--- config.mk ---
export PLATFORM = sky130hd
export DESIGN_NAME = controlUnit
export DESIGN_NICKNAME = d
export VERILOG_FILES = /design/src/hw/mipsPkg.sv /design/src/hw/controlUnit.sv
export SDC_FILE = /design/constraint.sdc
export NUM_CORES = 1
export LEC_CHECK = 0
export ABC_AREA = 1
export BUFFER_PORTS_ARGS = -buffer_cell sky130_fd_sc_hd__buf_2
export CAP_MARGIN = 20
export CELL_PAD_IN_SITES_DETAIL_PLACEMENT = 1
export CELL_PAD_IN_SITES_GLOBAL_PLACEMENT = 2
export CORE_MARGIN = 2
export CORE_UTILIZATION = 15
export DETAILED_ROUTE_END_ITERATION = 6
export PLACE_DENSITY = 0.78
export RECOVER_POWER = 100
export SLEW_MARGIN = 40
export SYNTH_ARGS = -nofsm -noshare
export SYNTH_HDL_FRONTEND = slang
export SYNTH_SLANG_ARGS = --single-unit
--- constraint.sdc ---
create_clock -name clock -period 1.23 [get_ports clock]
set_clock_uncertainty 0.15 [all_clocks]
set_input_delay 0.1845 -clock clock [delete_from_list [all_inputs] [get_ports clock]]
set_output_delay 0.1845 -clock clock [all_outputs]
set_load 0.03 [all_outputs]
--- src/hw/mipsPkg.sv ---
// Shared widths, opcode and funct codes, ALU selectors
// Instruction union, control word, memory request and retire structs
`default_nettype none

package mipsPkg;

	//////////////////////////////////////////////////////////////////////
	// Widths and sizes
	//////////////////////////////////////////////////////////////////////
	localparam int dataWidth    = 32;                  // Data word
	localparam int regAddrWidth = 5;                   // Register index
	localparam int memAddrWidth = 9;                   // Byte address
	localparam int memBytes     = 512;                 // Data memory size

	//////////////////////////////////////////////////////////////////////
	// Opcodes
	//////////////////////////////////////////////////////////////////////
	localparam logic [5:0] opR     = 6'b000000;        // Register format
	localparam logic [5:0] opAddi  = 6'b001000;
	localparam logic [5:0] opAddiu = 6'b001001;
	localparam logic [5:0] opSlti  = 6'b001010;
	localparam logic [5:0] opSltiu = 6'b001011;
	localparam logic [5:0] opAndi  = 6'b001100;
	localparam logic [5:0] opOri   = 6'b001101;
	localparam logic [5:0] opXori  = 6'b001110;
	localparam logic [5:0] opLui   = 6'b001111;
	localparam logic [5:0] opLw    = 6'b100011;        // Word load
	localparam logic [5:0] opSw    = 6'b101011;        // Word store

	//////////////////////////////////////////////////////////////////////
	// Funct codes, also used as the ALU operation code
	//////////////////////////////////////////////////////////////////////
	localparam logic [5:0] fnAdd  = 6'b100000;
	localparam logic [5:0] fnClo  = 6'b100001;         // Count leading ones
	localparam logic [5:0] fnSub  = 6'b100010;
	localparam logic [5:0] fnAnd  = 6'b100100;
	localparam logic [5:0] fnOr   = 6'b100101;
	localparam logic [5:0] fnXor  = 6'b100110;
	localparam logic [5:0] fnNor  = 6'b100111;
	localparam logic [5:0] fnSlt  = 6'b101010;         // Signed compare
	localparam logic [5:0] fnSltu = 6'b101011;         // Unsigned compare
	localparam logic [5:0] fnSll  = 6'b000000;
	localparam logic [5:0] fnSrl  = 6'b000010;
	localparam logic [5:0] fnSra  = 6'b000011;
	localparam logic [5:0] fnLui  = 6'b111111;         // ALU-internal only

	// Where the ALU takes its operation from
	typedef enum logic [2:0] {
		selAdd, selFunct, selSlt, selSltu, selAnd, selOr, selXor, selLui
	} aluSelT;

	// One word, two field layouts
	typedef union packed {
		struct packed {
			logic [5:0]              opcode;
			logic [regAddrWidth-1:0] rs;
			logic [regAddrWidth-1:0] rt;
			logic [regAddrWidth-1:0] rd;
			logic [4:0]              shamt;
			logic [5:0]              funct;
		} rFmt;
		struct packed {
			logic [5:0]              opcode;
			logic [regAddrWidth-1:0] rs;
			logic [regAddrWidth-1:0] rt;
			logic [15:0]             imm;          // Zero-extended
		} iFmt;
	} instrT;

	typedef struct packed {
		logic   regDst;                                // rd instead of rt
		logic   aluSrc;                                // Immediate as operand B
		logic   memToReg;                              // Writeback from memory
		logic   regWrite;
		logic   marLoad;
		logic   mdrLoad;
		logic   irLoad;
		aluSelT aluSel;
	} ctrlT;

	typedef struct packed {
		logic                    valid;                // One-cycle request
		logic                    write;
		logic [memAddrWidth-1:0] addr;
		logic [dataWidth-1:0]    data;
	} memReqT;

	typedef struct packed {
		logic                    valid;                // One-cycle pulse
		logic                    regWrite;
		logic [regAddrWidth-1:0] dest;
		logic [dataWidth-1:0]    data;
	} retireT;

endpackage

`default_nettype wire

--- src/hw/controlUnit.sv ---
// Multicycle FSM: state register, next-state logic, per-state control word
// Also drives the instruction, memory and retire handshakes
`timescale 1ns/10ps
`default_nettype none

module controlUnit import mipsPkg::*;
(
	input  wire logic       clock,
	input  wire logic       rstN,
	input  wire logic       instrValid,
	input  wire logic [5:0] opcode,
	input  wire logic       memDone,
	output logic            instrReady,
	output ctrlT            ctrl,
	output logic            memValid,
	output logic            memWrite,
	output logic            retireValid
);
	typedef enum logic [2:0] {
		sIdle, sDecode, sExec, sAddr, sReq, sWait, sMemRetire
	} stateT;

	stateT  state;
	stateT  nextState;
	aluSelT execSel;                              // Operation for execute
	logic   execKnown;                            // Opcode writes a register
	logic   isMem;

	assign isMem = (opcode == opLw) || (opcode == opSw);

	//////////////////////////////////////////////////////////////////////
	// State register and next state
	//////////////////////////////////////////////////////////////////////
	always_ff @(posedge clock or negedge rstN)
	begin
		if (!rstN)
			state <= sIdle;
		else
			state <= nextState;
	end

	always_comb
	begin
		nextState = state;                          // Hold by default
		case (state)
			sIdle:
				if (instrValid)
					nextState = sDecode;                // Accepted
			sDecode:    nextState = isMem ? sAddr : sExec;
			sExec:      nextState = sIdle;
			sAddr:      nextState = sReq;
			sReq:       nextState = sWait;
			sWait:
				if (memDone)
					nextState = sMemRetire;             // No fixed latency assumed
			sMemRetire: nextState = sIdle;
			default:    nextState = sIdle;
		endcase
	end

	//////////////////////////////////////////////////////////////////////
	// Execute decode per opcode
	//////////////////////////////////////////////////////////////////////
	always_comb
	begin
		execKnown = 1'b1;
		case (opcode)
			opR:             execSel = selFunct;
			opAddi, opAddiu: execSel = selAdd;
			opSlti:          execSel = selSlt;
			opSltiu:         execSel = selSltu;
			opAndi:          execSel = selAnd;
			opOri:           execSel = selOr;
			opXori:          execSel = selXor;
			opLui:           execSel = selLui;
			default:
			begin
				execSel   = selAdd;
				execKnown = 1'b0;                       // Retires with no write
			end
		endcase
	end

	//////////////////////////////////////////////////////////////////////
	// Control word per state
	//////////////////////////////////////////////////////////////////////
	always_comb
	begin
		ctrl        = '0;
		instrReady  = 1'b0;
		memValid    = 1'b0;
		memWrite    = 1'b0;
		retireValid = 1'b0;
		case (state)
			sIdle:
			begin
				instrReady  = 1'b1;
				ctrl.irLoad = instrValid;               // Capture on acceptance
			end
			sExec:
			begin
				ctrl.aluSel   = execSel;
				ctrl.aluSrc   = (opcode != opR);
				ctrl.regDst   = (opcode == opR);
				ctrl.regWrite = execKnown;
				retireValid   = 1'b1;
			end
			sAddr:
			begin
				ctrl.aluSrc  = 1'b1;                    // Base plus offset
				ctrl.marLoad = 1'b1;
				ctrl.mdrLoad = 1'b1;                    // Store data from rt
			end
			sReq:
			begin
				memValid = 1'b1;                        // Single-cycle request
				memWrite = (opcode == opSw);
			end
			sMemRetire:
			begin
				ctrl.memToReg = 1'b1;
				ctrl.regWrite = (opcode == opLw);       // Stores write nothing
				retireValid   = 1'b1;
			end
			default:
			begin
				ctrl = '0;                              // Decode and wait are quiet
			end
		endcase
	end

endmodule

`default_nettype wire

# After elaboration in Yosys (flattened, before gate mapping)
# Index checks and enable logic that the tools add are counted.
[classes] n_reduce_logical=7 mux=17 n_eq_ne=18
[op_table] cell="equality test 6 x 4 -> 1 bit (second input constant)" n=8
[op_table] cell="case mux 3 bit (7 select lines)" n=1
[op_table] cell="case mux 3 bit (5 select lines)" n=1
[op_table] cell="equality test 6 bit (second input constant)" n=2
[op_table] cell="equality test 3 bit (second input constant)" n=3
[op_table] cell="two-way mux 1 bit" n=9
[op_table] cell="two-way mux 3 bit" n=3
[op_table] cell="OR reduction 9 bit" n=1
[op_table] cell="equality test 3 x 2 -> 1 bit (second input constant)" n=2
[op_table] cell="logical NOT 6 bit" n=1
[op_table] cell="nonzero test 6 bit" n=1
[op_table] cell="inequality test 2 bit (second input constant)" n=2
[op_table] cell="case mux 1 bit (2 select lines)" n=2
[op_table] cell="equality test 3 x 1 -> 1 bit (second input constant)" n=1
[op_table] cell="logical NOT 3 bit" n=1
[op_table] cell="two-way mux 2 bit" n=1
[op_table] cell="AND reduction 2 bit" n=1
[op_table] cell="OR reduction 2 bit" n=1
[op_table] cell="logical OR 1 bit" n=1
[word_totals] ff_bits=3 inputBits=10 output_inout_bits=14

# Depth between registers and ports, before layout
[logic_depth] ltp_word=4 ltp_mapped=7 mapped_depth_nobuf=7

# Worst setup path before layout
# No wires, ideal clock.
[synth_timing] kind="register to output" startpoint="register state[1]" endpoint="output port memWrite" arrival_time_ns=1.613 setup_slack_ns=-0.717 path_stages_with_launch=4 n_path_buf=0 required_ns=0.896 cell_sequence="dfrtp_1 -> nor2_1 -> nand2_1 -> nor4_1"
[synth_via] elab_chain_len=2
[synth_lines] item="start, declared" line_no="controlUnit.sv:23" rtl="stateT state;"
[synth_lines] item="start signal, assigned" line_no="controlUnit.sv:37" rtl="state <= sIdle;"
[synth_lines] item="start signal, assigned" line_no="controlUnit.sv:39" rtl="state <= nextState;"
[synth_lines] item="equality test 3 bit" line_no="controlUnit.sv:94" rtl="case (state)"
[synth_lines] item="two-way mux 1 bit" line_no="controlUnit.sv:94"
[synth_lines] item="end, declared" line_no="controlUnit.sv:16" rtl="output logic memWrite,"
# No other way between the ends.

# Worst setup path after layout
[layout_timing] startpoint="register state[0]" endpoint="output port retireValid"
[layout_via] elab_chain_len=3
[layout_lines] item="equality test 3 x 2 -> 1 bit / equality test 3 bit (equally long branches)" line_no="controlUnit.sv:94"
[layout_lines] item="OR reduction 2 bit (no source line) *"
[layout_lines] item="two-way mux 1 bit *" line_no="controlUnit.sv:94"
[layout_lines] item="end, declared" line_no="controlUnit.sv:17" rtl="output logic retireValid"
# Every way passes the cells marked *; elsewhere a longest branch is shown, timed or not.

==> flow_metrics.py <==
metrics = {
    "clocking": {
        "cts_sinks": 3,
        "cts-root-to-sink-buffers": 2,
        "clkTransAtPathRegs_ns": 0.04,
        "buffer_type_at_the_clock_tree_root": "clkbuf_4",
        "tritoncts.num_buffers": 3,
        "tritoncts": "yes",
        "clock_tree.htree_level_count": 1,
        "worstSkewPairLatency_ns": 0.24,
    },
    "finish": {
        "layout-drive-gt1-share": 0.6179,
        "stdcell_area_um2": 947.2,
        "largestRegisters": "state: 3 flops",
        "largest_register_ffs": 3,
        "largest_register": "state",
        "areaGrowthSynthToFinish_pct": 159.2,
        "insertedDiodeCount": 0,
        "design.final.nets": 134,
    },
    "setup_path": {
        "critPathBufInv": 7,
        "cp_max_fo": 3,
        "worst_path_dominant_cell_family": "buffers and inverters",
        "start_kind": "register",
        "cpPeakStageDelay_ns": 0.38,
        "critical-path-slowest-cell": "dfrtp_1",
        "crit_path_kind": "reg -> out",
        "worst-r2r-setup-slack_ns": -0.27,
        "cpMostUsedCell": "buf_6",
        "worstPathCellList": "inv_2, nand2_4, buf_4, buf_4, buf_6, buf_6, inv_4, buf_6",
        "arrival_ns": 1.40,
        "required_ns": 0.90,
        "worstSetupEndpointType": "output port",
    },
    "place": {
        "dpl.hpwl_um": 1101,
        "gp_congestion": 0.6937,
        "port-buffer-count": 23,
        "dp_worst_slack_ns": -0.2646,
        "instance_area_after_placement_um2": 698.2,
    },
    "yosys": {
        "synth.cell_area_um2": 365.4,
        "synth_flop_cell": "dfrtp_1",
        "synth_common_cells": "17 x inv_1, 17 x nand2_1, 12 x nor2_1, 4 x nand3_1, 3 x dfrtp_1",
        "async_flop_share": 1.000,
        "synth_top_area_cell": "dfrtp_1",
        "synth_top_area_share": 0.2055,
        "synth-warning-count": 0,
        "synth-edff-count": 0,
        "netlist-cell-type-count": 17,
        "synth-seq-area-share": 0.2055,
        "avgSynthCellArea_um2": 5.373,
        "post_synthesis_sequential_element_count": 3,
        "mappedNetlistNets": 78,
        "synth_top_cells_by_area": "dfrtp_1 21%, inv_1 17%, nand2_1 17%",
        "synthesis.instances": 68,
    },
    "global_routing": {
        "grt_max_degree": 8,
        "number_of_antenna_violations_at_the_first_check_in_global_routing": 0,
        "gr-usage-all-layers": 0.1175,
        "gr-total-overflow": 0,
        "grt_pass1_wl_um": 2401,
        "via_count_of_the_first_global_routing_pass": 589,
    },
    "pwr": {
        "pwr_density_cell_mw_per_mm2": 1805,
        "power.ir.vdd_worst_mv": 0.9685,
        "power.static_leakage_nw": 0.5243,
        "total_power_w": 0.001710,
    },
    "timing": {
        "hold_viol": 0,
        "timing.final.setup_violations": 17,
        "worst_slew_margin_relative_to_its_limit": 0.8483,
        "period_share": 1.408,
        "worst_slew_pin_slew_ns": 0.2267,
        "final_period_minus_worst_setup_slack_ns": 1.732,
        "rsz0062_at_grt": "yes",
        "final_critical_path_setup_slack_ns": -0.5020,
        "finalMaxSlewViolations": 0,
        "achievable-frequency_ghz": 0.5774,
    },
    "floorplan": {
        "die_h_um": 53.35,
        "core-area_mm2": 0.002255,
        "design.portCount": 24,
        "dieWidth_um": 53.35,
        "initial_utilization": 0.1620,
        "placementRows": 17,
        "die-area_mm2": 0.002846,
    },
    "drt": {
        "detailedRoute.firstIterationViolations": 4,
        "avgViaCountPerCell": 4.013,
        "wire_per_inst_um": 10.05,
        "vias": 606,
        "routed_wirelength_um": 1517,
        "drt.antenna.violating_nets": 0,
        "drc_markers": 0,
        "drtPass1Iterations": 3,
    },
    "run": {
        "max-cap-violations": 0,
    },
    "outcome": {
        "violations_in_the_final_reports": "negative setup slack",
        "status": "finished with violations",
    },
    "min_path": {
        "hold_path.class": "in -> reg",
    },
}
==> layer usage <==
metal	vias up	GRT usage	part of all wire	routed length, um
li1	313	-	-	-
met1	267	0.1296	0.39	587
met2	22	0.2037	0.54	826
met3	4	0.01977	0.044	67
met4	0	0.07692	0.024	36
met5	-	0	0	0
==> per-stage QoR <==
stage	hold WS (ns)	TNS (ns)	util	cells
after floorplan	-0.2611	-1.307	-	68
after global placement	-0.1697	-2.283	0.3097	135
after detailed placement	-0.1682	-2.710	0.3097	135
after CTS	0.06370	-5.602	0.3846	143
after global routing	0.1035	-7.650	0.4201	151
final	0.07347	-6.151	0.4201	151
==> repair_timing <==
action / CTS / global route
setup buffers: 4 / 8
endpoints found under the setup margin: 17 / 17
resized for setup: 37 / 7
hold buffers: 1 / 0
pin swaps: 1 / 7
hold endpoints to repair: 3 / 0
==> cell usage in the layout, fill, tap and decap left out, drive strengths merged <==
cell / instances
nand4: 1
nor2: 13
dlygate4sd3: 1
nor3: 3
clkbuf: 5
inv: 18
nor4: 1
and3: 1
nand3b: 2
nand2: 18
nand3: 4
dfrtp: 3
buf: 50
o21ai: 3
==> where the power goes <==
part / internal (W) / switching [W] / total (W)
Sequential: 0.000147 / 0.0000748 / 0.000222
Combinational: 0.000643 / 0.000666 / 0.00131
Clock: 0.000122 / 0.0000568 / 0.000179
Total: 0.000913 / 0.000797 / 0.00171
==> worst min-delay path, cell delays in order <==
cell,delay (ns)
buf_2,0.08
nor2_1,0.03
nand2_1,0.07
nand2_1,0.05
==> layout make-up <==
cell class                 count  area, um^2
clock buffer                   4       26.28
multi-input combinational     46       302.8
tap                           28       35.03
fill                         301        1308
inverter                      18       72.57
sequential                     3       77.57
timing repair buffer          52       432.9
==> path summary, 6_finish.rpt <==
path,startpoint,end,depth (start not counted)
min in group asynchronous,rstN,state[0]$_DFFE_PN0P_,2
worst min register to register,state[1]$_DFFE_PN0P_,state[2]$_DFFE_PN0P_,1
worst min-delay path,memDone,state[0]$_DFFE_PN0P_,4
max in group asynchronous,rstN,state[2]$_DFFE_PN0P_,2
worst max register to register,state[0]$_DFFE_PN0P_,state[0]$_DFFE_PN0P_,10
worst max-delay path,state[0]$_DFFE_PN0P_,retireValid,8
==> cells by family (layout without fill, tap and decap cells) <==
kind of cell,count (synthesis),in the layout,share of synthesized area
and+or+nand+nor,43,43,0.5480
DFF,3,3,0.2055
buffers and inverters,19,74,0.2055
AOI/OAI and AO/OA,3,3,0.04108
No activity file was read; power rests on OpenSTA's default activity.
