--- src/hw/mipsPkg.sv ---
// Shared widths, opcode and funct codes, ALU selectors
// Instruction union, control word, memory request and retire structs
`default_nettype none

package mipsPkg;

	//////////////////////////////////////////////////////////////////////
	// Widths and sizes
	//////////////////////////////////////////////////////////////////////
	localparam int dataWidth    = 32;                  // Data word
	localparam int regAddrWidth = 5;                   // Register index
	localparam int memAddrWidth = 9;                   // Byte address
	localparam int memBytes     = 512;                 // Data memory size

	//////////////////////////////////////////////////////////////////////
	// Opcodes
	//////////////////////////////////////////////////////////////////////
	localparam logic [5:0] opR     = 6'b000000;        // Register format
	localparam logic [5:0] opAddi  = 6'b001000;
	localparam logic [5:0] opAddiu = 6'b001001;
	localparam logic [5:0] opSlti  = 6'b001010;
	localparam logic [5:0] opSltiu = 6'b001011;
	localparam logic [5:0] opAndi  = 6'b001100;
	localparam logic [5:0] opOri   = 6'b001101;
	localparam logic [5:0] opXori  = 6'b001110;
	localparam logic [5:0] opLui   = 6'b001111;
	localparam logic [5:0] opLw    = 6'b100011;        // Word load
	localparam logic [5:0] opSw    = 6'b101011;        // Word store

	//////////////////////////////////////////////////////////////////////
	// Funct codes, also used as the ALU operation code
	//////////////////////////////////////////////////////////////////////
	localparam logic [5:0] fnAdd  = 6'b100000;
	localparam logic [5:0] fnClo  = 6'b100001;         // Count leading ones
	localparam logic [5:0] fnSub  = 6'b100010;
	localparam logic [5:0] fnAnd  = 6'b100100;
	localparam logic [5:0] fnOr   = 6'b100101;
	localparam logic [5:0] fnXor  = 6'b100110;
	localparam logic [5:0] fnNor  = 6'b100111;
	localparam logic [5:0] fnSlt  = 6'b101010;         // Signed compare
	localparam logic [5:0] fnSltu = 6'b101011;         // Unsigned compare
	localparam logic [5:0] fnSll  = 6'b000000;
	localparam logic [5:0] fnSrl  = 6'b000010;
	localparam logic [5:0] fnSra  = 6'b000011;
	localparam logic [5:0] fnLui  = 6'b111111;         // ALU-internal only

	// Where the ALU takes its operation from
	typedef enum logic [2:0] {
		selAdd, selFunct, selSlt, selSltu, selAnd, selOr, selXor, selLui
	} aluSelT;

	// One word, two field layouts
	typedef union packed {
		struct packed {
			logic [5:0]              opcode;
			logic [regAddrWidth-1:0] rs;
			logic [regAddrWidth-1:0] rt;
			logic [regAddrWidth-1:0] rd;
			logic [4:0]              shamt;
			logic [5:0]              funct;
		} rFmt;
		struct packed {
			logic [5:0]              opcode;
			logic [regAddrWidth-1:0] rs;
			logic [regAddrWidth-1:0] rt;
			logic [15:0]             imm;          // Zero-extended
		} iFmt;
	} instrT;

	typedef struct packed {
		logic   regDst;                                // rd instead of rt
		logic   aluSrc;                                // Immediate as operand B
		logic   memToReg;                              // Writeback from memory
		logic   regWrite;
		logic   marLoad;
		logic   mdrLoad;
		logic   irLoad;
		aluSelT aluSel;
	} ctrlT;

	typedef struct packed {
		logic                    valid;                // One-cycle request
		logic                    write;
		logic [memAddrWidth-1:0] addr;
		logic [dataWidth-1:0]    data;
	} memReqT;

	typedef struct packed {
		logic                    valid;                // One-cycle pulse
		logic                    regWrite;
		logic [regAddrWidth-1:0] dest;
		logic [dataWidth-1:0]    data;
	} retireT;

endpackage

`default_nettype wire

--- src/hw/alu.sv ---
// ALU with selector and funct decode, arithmetic, logic, shifts, lui and clo
`timescale 1ns/10ps
`default_nettype none

module alu import mipsPkg::*;
(
	input  wire aluSelT               aluSel,
	input  wire logic [5:0]           funct,
	input  wire logic [dataWidth-1:0] a,
	input  wire logic [dataWidth-1:0] b,
	output logic [dataWidth-1:0]      y
);
	logic [5:0] op;                               // Resolved operation code
	logic [4:0] shamt;
	logic [5:0] cloCount;                         // 0 to 32
	logic       cloStop;

	assign shamt = b[4:0];                        // Low 5 bits only

	// Selector to operation
	always_comb
	begin
		case (aluSel)
			selFunct: op = funct;
			selSlt:   op = fnSlt;
			selSltu:  op = fnSltu;
			selAnd:   op = fnAnd;
			selOr:    op = fnOr;
			selXor:   op = fnXor;
			selLui:   op = fnLui;
			default:  op = fnAdd;
		endcase
	end

	// Count leading ones of a from the MSB down
	always_comb
	begin
		cloCount = '0;
		cloStop  = 1'b0;
		for (int i = dataWidth - 1; i >= 0; i--)
		begin
			if (!a[i])
				cloStop = 1'b1;                         // First zero ends the run
			else if (!cloStop)
				cloCount = cloCount + 6'd1;
		end
	end

	always_comb
	begin
		case (op)
			fnAdd:   y = a + b;
			fnSub:   y = a - b;
			fnAnd:   y = a & b;
			fnOr:    y = a | b;
			fnXor:   y = a ^ b;
			fnNor:   y = ~(a | b);
			fnSlt:   y = {31'd0, $signed(a) < $signed(b)};
			fnSltu:  y = {31'd0, a < b};
			fnSll:   y = a << shamt;
			fnSrl:   y = a >> shamt;
			fnSra:   y = $signed(a) >>> shamt;      // Sign fill
			fnClo:   y = {26'd0, cloCount};
			fnLui:   y = (aluSel == selLui) ? {b[15:0], 16'h0000} : '0; // Lui selector only
			default: y = '0;                        // Unknown funct
		endcase
	end

endmodule

`default_nettype wire

--- src/hw/registerFile.sv ---
// 32-entry register file, registered reads, r0 reads zero
`timescale 1ns/10ps
`default_nettype none

module registerFile import mipsPkg::*;
(
	input  wire logic                    clock,
	input  wire logic                    rstN,
	input  wire logic [regAddrWidth-1:0] rsAddr,
	input  wire logic [regAddrWidth-1:0] rtAddr,
	input  wire logic                    wrEn,
	input  wire logic [regAddrWidth-1:0] wrAddr,
	input  wire logic [dataWidth-1:0]    wrData,
	output logic [dataWidth-1:0]         rsData,
	output logic [dataWidth-1:0]         rtData
);
	logic [dataWidth-1:0] regs [2**regAddrWidth];

	always_ff @(posedge clock or negedge rstN)
	begin
		if (!rstN)
		begin
			for (int i = 0; i < 2**regAddrWidth; i++)
				regs[i] <= '0;                          // All registers read zero
			rsData <= '0;
			rtData <= '0;
		end
		else
		begin
			if (wrEn && (wrAddr != '0))
				regs[wrAddr] <= wrData;                 // r0 stays zero
			rsData <= regs[rsAddr];
			rtData <= regs[rtAddr];
		end
	end

endmodule

`default_nettype wire

--- src/hw/datapath.sv ---
// Datapath: IR, zero-extend, operand and destination muxes, MAR and MDR
// Register file and ALU instances, writeback select
`timescale 1ns/10ps
`default_nettype none

module datapath import mipsPkg::*;
(
	input  wire logic                 clock,
	input  wire logic                 rstN,
	input  wire instrT                instr,
	input  wire ctrlT                 ctrl,
	input  wire logic [dataWidth-1:0] memRdata,
	output logic [5:0]                opcode,
	output logic [memAddrWidth-1:0]   memAddr,
	output logic [dataWidth-1:0]      memWdata,
	output logic [regAddrWidth-1:0]   dest,
	output logic [dataWidth-1:0]      data
);
	instrT                ir;                     // Instruction register
	logic [dataWidth-1:0] rsData;
	logic [dataWidth-1:0] rtData;
	logic [dataWidth-1:0] immExt;
	logic [dataWidth-1:0] opB;
	logic [dataWidth-1:0] aluY;

	//////////////////////////////////////////////////////////////////////
	// Instruction, address and data registers
	//////////////////////////////////////////////////////////////////////
	always_ff @(posedge clock or negedge rstN)
	begin
		if (!rstN)
			ir <= '0;                                 // Opcode feeds the FSM
		else if (ctrl.irLoad)
			ir <= instr;
	end

	always_ff @(posedge clock)
	begin
		if (ctrl.marLoad)
			memAddr <= aluY[memAddrWidth-1:0];        // Low bits, wraps
		if (ctrl.mdrLoad)
			memWdata <= rtData;
	end

	assign opcode = ir.rFmt.opcode;
	assign immExt = {16'h0000, ir.iFmt.imm};      // Always zero-extended
	assign opB    = ctrl.aluSrc ? immExt : rtData;
	assign dest   = ctrl.regDst ? ir.rFmt.rd : ir.iFmt.rt;
	assign data   = ctrl.memToReg ? memRdata : aluY; // Writeback value

	registerFile rfInst (
		.clock  (clock),
		.rstN   (rstN),
		.rsAddr (ir.rFmt.rs),
		.rtAddr (ir.rFmt.rt),
		.wrEn   (ctrl.regWrite),
		.wrAddr (dest),
		.wrData (data),
		.rsData (rsData),
		.rtData (rtData)
	);

	alu aluInst (
		.aluSel (ctrl.aluSel),
		.funct  (ir.rFmt.funct),
		.a      (rsData),
		.b      (opB),
		.y      (aluY)
	);

endmodule

`default_nettype wire

--- config.mk ---
export PLATFORM = sky130hd
export DESIGN_NAME = datapath
export DESIGN_NICKNAME = d
export VERILOG_FILES = /design/src/hw/mipsPkg.sv /design/src/hw/alu.sv /design/src/hw/registerFile.sv /design/src/hw/datapath.sv
export SDC_FILE = /design/constraint.sdc
export NUM_CORES = 2
export LEC_CHECK = 0
export ABC_AREA = 1
export BUFFER_PORTS_ARGS = -buffer_cell sky130_fd_sc_hd__buf_2
export CAP_MARGIN = 40
export CORE_MARGIN = 2
export CORE_UTILIZATION = 45
export CTS_CLUSTER_DIAMETER = 150
export DETAILED_ROUTE_END_ITERATION = 6
export HOLD_SLACK_MARGIN = 0.1
export PLACE_DENSITY = 0.69
export SYNTH_ARGS = -nofsm -noshare
export SYNTH_HDL_FRONTEND = slang
export SYNTH_SLANG_ARGS = --single-unit
--- constraint.sdc ---
create_clock -name clock -period 16.5 [get_ports clock]
set_clock_uncertainty 0.15 [all_clocks]
set_input_delay 0.825 -clock clock [delete_from_list [all_inputs] [get_ports clock]]
set_output_delay 0.825 -clock clock [all_outputs]
set_load 0.02 [all_outputs]
# After elaboration in Yosys (flattened, before gate mapping)
# Index checks and enable logic that the tools add are counted.
# totals
ff_bits	1161
out_inout_bits	84
# classes
add_sub_neg	33
magnitude_cmp	6
eq_ne	19
shifts	3
mux	109
bitwise_logic	7
reduce_logical	4
# op_table
operator	count
$bwmux 1024	1
$pmux 32 s13	1
$mux 6	62
$bmux 32 s5	2
$mux 32	8
$add 6x1->6 const B	30
$demux 32 s5	1
$lt 32x32->1	2
$eq 6x6->1 const B	10
$pmux 6 s7	1
$add 32x32->32	1
$and 32x32->32	1
$mux 1	32
$not 32->32	1
$or 32x32->32	1
$shl 32x5->32	1
$shr 32x5->32	1
$sshr 32x5->32	1
$sub 32x32->32	1
$xor 32x32->32	1
$ge 6x6->1 const B	3
$not 5->6	3
$eq 3x3->1 const B	4
$eq 6x2->1 const B	2
8 further kinds	10

# Logic depth before layout (Yosys ltp)
# depth
ltp_word	97
mapped_depth	107

# By module
# From an unflattened synthesis, not the netlist that was laid out.
# hier_totals
cells_unflattened	10856
area_unflattened_um2	72233.0
# modules_own_cells
module	n_inst	cells_each	area_each_um2	seq_area_each_um2
registerFile	1	8335	57731.6	27226.1
alu	1	2132	11051.8	0.0
datapath	1	389	3449.6	2031.9

# Worst setup path after synthesis
# No wires, ideal clock.
# synth_path
kind	register -> output
from	register rfInst.rsData[31]
to	output data[1]
t_arrival_ps	12948
required_time_ps	15525
slack_ps	2577
path_stages_with_launch	96
n_path_buf	1
path_cell_list	dfrtp_1 nand2_2 inv_1 ha_1 nand2_1 o21ai_1 ha_1 nor2_1 nor2_1 ha_1 o21ai_0 o21ai_0 nand2_1 nand2_1 a21oi_1 ha_1 nand3_1 nand3_1 (+60 left out) o21ai_0 o21ai_0 nand2_1 ha_1 a221oi_1 inv_1 ha_1 a21oi_1 inv_1 ha_1 nand2_1 o211ai_1 ha_1 o21ai_0 o221ai_1 nand2_1 buf_2 nand2_1
# synth_between
elab_chain_len	96
elab_cells_between_ends	130
classes_between	add/sub (31); shift (3); mux (96)
# synth_lines
element	line_no	text
from (decl)	registerFile.sv:14	output logic [dataWidth-1:0] rsData,
from (signal assigned)	registerFile.sv:32	rsData <= regs[rsAddr];
$mux 1	alu.sv:42	if (!a[i])
$add 1x1->2	alu.sv:45	cloCount = cloCount + 6'd1;
$mux 6	alu.sv:44	else if (!cloStop)
$mux 6	alu.sv:42	
$add 6x1->6	alu.sv:45	
$mux 6	alu.sv:44	
$mux 6	alu.sv:42	
$add 6x1->6	alu.sv:45	
(+81 left out)	n/a	
$mux 6	alu.sv:44	
$mux 6	alu.sv:42	
$add 6x1->6	alu.sv:45	
$mux 6	alu.sv:44	
$mux 6	alu.sv:42	
$pmux 32 s13 *	alu.sv:51	case (op)
named net aluInst.y[1]	alu.sv:11	output logic [dataWidth-1:0] y
$mux 32 *	datapath.sv:49	assign data = ctrl.memToReg ? memRdata : aluY;
to (decl)	datapath.sv:17	output logic [dataWidth-1:0] data
# The timed path passes the listed nets; every way through them passes the cells marked *.

# Final worst setup path
# Ends and elaborated chain as after synthesis.

==> tab_implementation.tex <==
\begin{tabular}{lr}
\hline
Metric & Value \\
\hline
\multicolumn{2}{l}{\textbf{Cells and area}} \\
\quad Area occupied by multi-input gates & 36600 µm² \\
\quad Nets@finish & 9623 \\
\quad Final core utilization & 49.9\% \\
\quad Area taken by flip-flops and latches & 29300 µm² \\
\quad Fill count & 15200 \\
\quad Synthesis-to-finish area growth & 10.1\% \\
\quad Share of layout cells above drive strength 1 & 8.78\% \\
\multicolumn{2}{l}{\textbf{CTS}} \\
\quad H-tree levels & 4 \\
\quad Clock insertion delay at the later pin of the skew report & 0.81 ns \\
\quad Num CTS Buffers & 132 \\
\quad Clock-pin slew on the worst setup and hold paths & 0.06 ns \\
\quad CTS max path bufs & 3 \\
\quad Number of clock sinks & 1161 \\
\quad CTS tree & built \\
\quad Cell at the root of the clock tree & sky130\_fd\_sc\_hd\_\_clkbuf\_16 \\
\multicolumn{2}{l}{\textbf{Drt}} \\
\quad Top routing layer in use & met5 \\
\quad WL/cell & 27.3 µm \\
\quad Number of DRC violations after detailed routing & 5 \\
\quad Number of DRC markers in iteration 0 & 12700 \\
\quad WL met2 & 130000 µm \\
\quad Count of antenna-violating nets left after detailed routing & 0 \\
\quad Routed vias/inst & 6.53 \\
\quad Met3 wirelength from detailed routing & 44600 µm \\
\quad Met1 wire length & 122000 µm \\
\quad Drt total wl & 317000 µm \\
\quad Via count of the routed design & 75700 \\
\quad Count of TritonRoute iterations in the first routing pass & 7 \\
\multicolumn{2}{l}{\textbf{Setup path}} \\
\quad Element type at the critical path end & output port \\
\quad Crit path buffers/inverters & 15 \\
\quad Sort of element at the start of the critical path & flip-flop \\
\quad Maximum fanout count along the critical path & 6 \\
\quad Data required time of the worst path & 15.53 ns \\
\quad Maximum cell stage delay along the critical path & 0.44 ns \\
\quad Critical path's slowest cell & sky130\_fd\_sc\_hd\_\_dfrtp\_2 \\
\quad Cell class contributing the biggest share of worst-path delay & adder cells \\
\quad Most used cell along the critical path & sky130\_fd\_sc\_hd\_\_nand2\_1 \\
\quad Start-to-end type of the worst setup path & flip-flop to output port \\
\quad Critical Path AT & 14.63 ns \\
\multicolumn{2}{l}{\textbf{Die}} \\
\quad Number of rows in the core area & 146 \\
\quad Area of the core region & 159000 µm² \\
\quad X dimension of the die & 404 µm \\
\quad Die area & 163000 µm² \\
\quad Vertical die dimension & 404 µm \\
\quad Starting Density & 45.4\% \\
\quad Top-level I/O count & 160 \\
\multicolumn{2}{l}{\textbf{Logic synthesis}} \\
\quad Synth warnings & 0 \\
\quad Post-Syn Instances & 9744 \\
\quad Yosys top cell by area & sky130\_fd\_sc\_hd\_\_dfrtp\_1 \\
\quad Post-synth top area share & 39.0\% \\
\quad Count of cell types in the netlist & 71 \\
\quad Count of flip-flops with a built-in enable after synthesis & 41 \\
\quad Most instantiated flip-flop cell in the synthesis netlist & sky130\_fd\_sc\_hd\_\_dfrtp\_1 \\
\quad Net Count, Synth & 9950 \\
\quad Most used standard cell by instance count after synthesis & sky130\_fd\_sc\_hd\_\_o21ai\_0 \\
\quad Async S/R FF share, synth & 96.5\% \\
\quad Netlist area before placement & 71900 µm² \\
\quad Portion of the post-synthesis area used by sequential elements & 40.7\% \\
\quad Leading cell types by total area after synthesis & sky130\_fd\_sc\_hd\_\_dfrtp\_1, sky130\_fd\_sc\_hd\_\_o21ai\_0, sky130\_fd\_sc\_hd\_\_nor2\_1 \\
\quad Post-Synthesis Mean Instance Area & 7.38 µm² \\
\quad Synth Register Bits & 1161 \\
\quad Most numerous cell types in the synthesized netlist & sky130\_fd\_sc\_hd\_\_o21ai\_0, sky130\_fd\_sc\_hd\_\_nor2\_1, sky130\_fd\_sc\_hd\_\_nand2\_1 \\
\multicolumn{2}{l}{\textbf{Place}} \\
\quad Pre-CTS setup slack & 0.759 ns \\
\quad Routability cong. & 1.09 \\
\quad Half-perimeter wire length of the detailed placement result & 195000 µm \\
\quad Quantity of I/O buffers inserted on ports & 159 \\
\multicolumn{2}{l}{\textbf{STA}} \\
\quad Fin. Hold Viols & 0 \\
\quad Worst hold margin & 0.252 ns \\
\quad Crit path setup slack, layout & 0.896 ns \\
\quad Min Tclk post-route & 15.60 ns \\
\quad Least-Margin Pin Slew & 1.06 ns \\
\quad Maximum clock frequency & 64.1 MHz \\
\quad Fin crit share & 94.6\% \\
\quad Final setup TNS & 0 ns \\
\quad Worst-case headroom to the max-slew limit & 29.5\% \\
\quad Endpoints failing setup & 0 \\
\quad Final-report max-slew violation count & 0 \\
\multicolumn{2}{l}{\textbf{Run status}} \\
\quad Outcome & finished with violations \\
\quad Failing checks & DRC \\
\multicolumn{2}{l}{\textbf{Global routing}} \\
\quad Initial antenna violation count & 26 \\
\quad Grt total ovfl & 0 \\
\quad Number of global-route vias before repair & 69100 \\
\quad Maximum number of pins on one net before global-route repair & 177 \\
\quad Wire length of the first global-routing pass & 460000 µm \\
\quad Overall Global Routing Usage & 37.6\% \\
\multicolumn{2}{l}{\textbf{Power and ir drop}} \\
\quad Cell Pwr Density & 151 nW/µm² \\
\quad Share of power burned in the clock network & 25.3\% \\
\quad Leakage & 34.2 nW \\
\quad Proportion of power drawn by flip-flops and latches & 40.6\% \\
\quad Cell internal power dissipation & 7.20 mW \\
\quad Maximum vdd ir drop & 0.0000766 V \\
\quad Proportion of power drawn by combinational gates & 34.1\% \\
\quad Switching share of power & 40.0\% \\
\quad Net Sw Power & 4.80 mW \\
\multicolumn{2}{l}{\textbf{Flow run}} \\
\quad Count of maximum capacitance violations & 0 \\
\multicolumn{2}{l}{\textbf{Min path}} \\
\quad Class of the tightest hold or removal check & flip-flop to flip-flop \\
\hline
\end{tabular}
==> worst paths after layout <==
check / startpoint / to / slack (ns) / cells after the start
min: rfInst.regs[1011] / rfInst.regs[1011] / 0.25 / 0
max in group asynchronous: rstN / ir[18] / 12.23 / 7
min in group asynchronous: rstN / rfInst.regs[150] / 0.52 / 2
max reg2reg: rfInst.rsData[31] / rfInst.regs[613] / 2.19 / 97
max: rfInst.rsData[31] / data[1] / 0.90 / 95
min reg2reg: rfInst.regs[1011] / rfInst.regs[1011] / 0.25 / 0
==> cell type report <==
class	count	area share (%)
inverter	710	3.47
tap	2072	3.27
sequential	1161	37.0
timing repair buffer	424	4.47
clock inverter	41	0.547
clock buffer	200	5.00
antenna	9	0.0284
multi-input combinational	6988	46.2
==> metal layers <==
metal	up-vias	global-route usage (%)
met1	36000	51.0
met4	28	20.8
met2	5503	53.3
met3	1101	11.5
li1	33100	-
met5	-	0
==> per-stage QoR <==
step / instance area [µm²] / std cells / total power, mW
floorplan: 71900 / 9744 / 7.44
global placement: 73200 / 11300 / 8.58
detailed placement: 74100 / 11300 / 8.76
CTS: 78900 / 11600 / 11.8
global route: 79200 / 11600 / 12.7
finish: 79200 / 11600 / 12.0
==> cells by family (layout without fill, tap and decap cells) <==
group                      Yosys count  in the layout  synth area share (%)
AOI/OAI and AO/OA                 3710           3710                  29.6
xor gates and xnor gates            17             17                 0.207
adders and majority gates          130            130                  2.28
buffers and inverters             1595           1375                  9.11
DFF                               1161           1161                  40.7
muxes                               37             37                 0.527
other                                0              9                     0
and+or+nand+nor                   3094           3094                  17.6
==> flip-flops by register name, summed over array words and instances, names as in the netlist <==
signal,cells
rfInst.regs,1024
rfInst.rsData,32
memAddr,9
rfInst.rtData,32
ir,32
memWdata,32
==> worst register-to-register path: cells and delay by family (launching register included) <==
family / cells / cell delay, ns
DFF: 1 / 0.44
and+or+nand+nor: 42 / 3.95
adders and majority gates: 17 / 4.84
buffers and inverters: 14 / 1.43
AOI/OAI and AO/OA: 24 / 3.44
==> cell usage in the layout (no fill, tap or decap), types with 30 or more instances in the layout <==
cell	netlist	final
sky130_fd_sc_hd__o21ai_0	1657	1645
sky130_fd_sc_hd__nor2_1	1445	1409
sky130_fd_sc_hd__nand2_1	1232	1227
sky130_fd_sc_hd__dfrtp_1	1120	1109
sky130_fd_sc_hd__a31oi_1	700	700
sky130_fd_sc_hd__inv_1	660	652
sky130_fd_sc_hd__a21oi_1	651	643
sky130_fd_sc_hd__o211ai_1	361	361
sky130_fd_sc_hd__nand3_1	272	266
sky130_fd_sc_hd__buf_4	19	186
sky130_fd_sc_hd__buf_2	29	161
sky130_fd_sc_hd__clkbuf_16	0	138
sky130_fd_sc_hd__ha_1	128	126
sky130_fd_sc_hd__o22ai_1	82	81
sky130_fd_sc_hd__o221ai_1	63	61
sky130_fd_sc_hd__a32oi_1	57	57
sky130_fd_sc_hd__nor2_4	12	44
sky130_fd_sc_hd__edfxtp_1	41	41
sky130_fd_sc_hd__clkbuf_1	719	35
sky130_fd_sc_hd__dlygate4sd3_1	37	33
sky130_fd_sc_hd__nand2_2	28	32
sky130_fd_sc_hd__mux2i_1	30	30
==> power groups by stage <==
stage	Clock, mW	Combinational [mW]	Sequential (mW)
2_1_floorplan	0	2.82	4.62
3_3_place_gp	0	3.77	4.82
3_5_place_dp	0	3.90	4.86
4_1_cts	3.05	3.92	4.82
5_1_grt	3.16	4.53	4.99
6_report	3.03	4.09	4.87
==> what timing repair did <==
action | 4_1_cts | 5_1_grt
setup buffers | 0 | 17
gates resized for setup | 4 | 56
hold buffers | 33 | 0
pin swaps | 1 | 19
endpoints found under the setup margin | 1 | 128
endpoints found under the hold margin | 131 | 0
No activity file was read; power rests on OpenSTA's default activity.
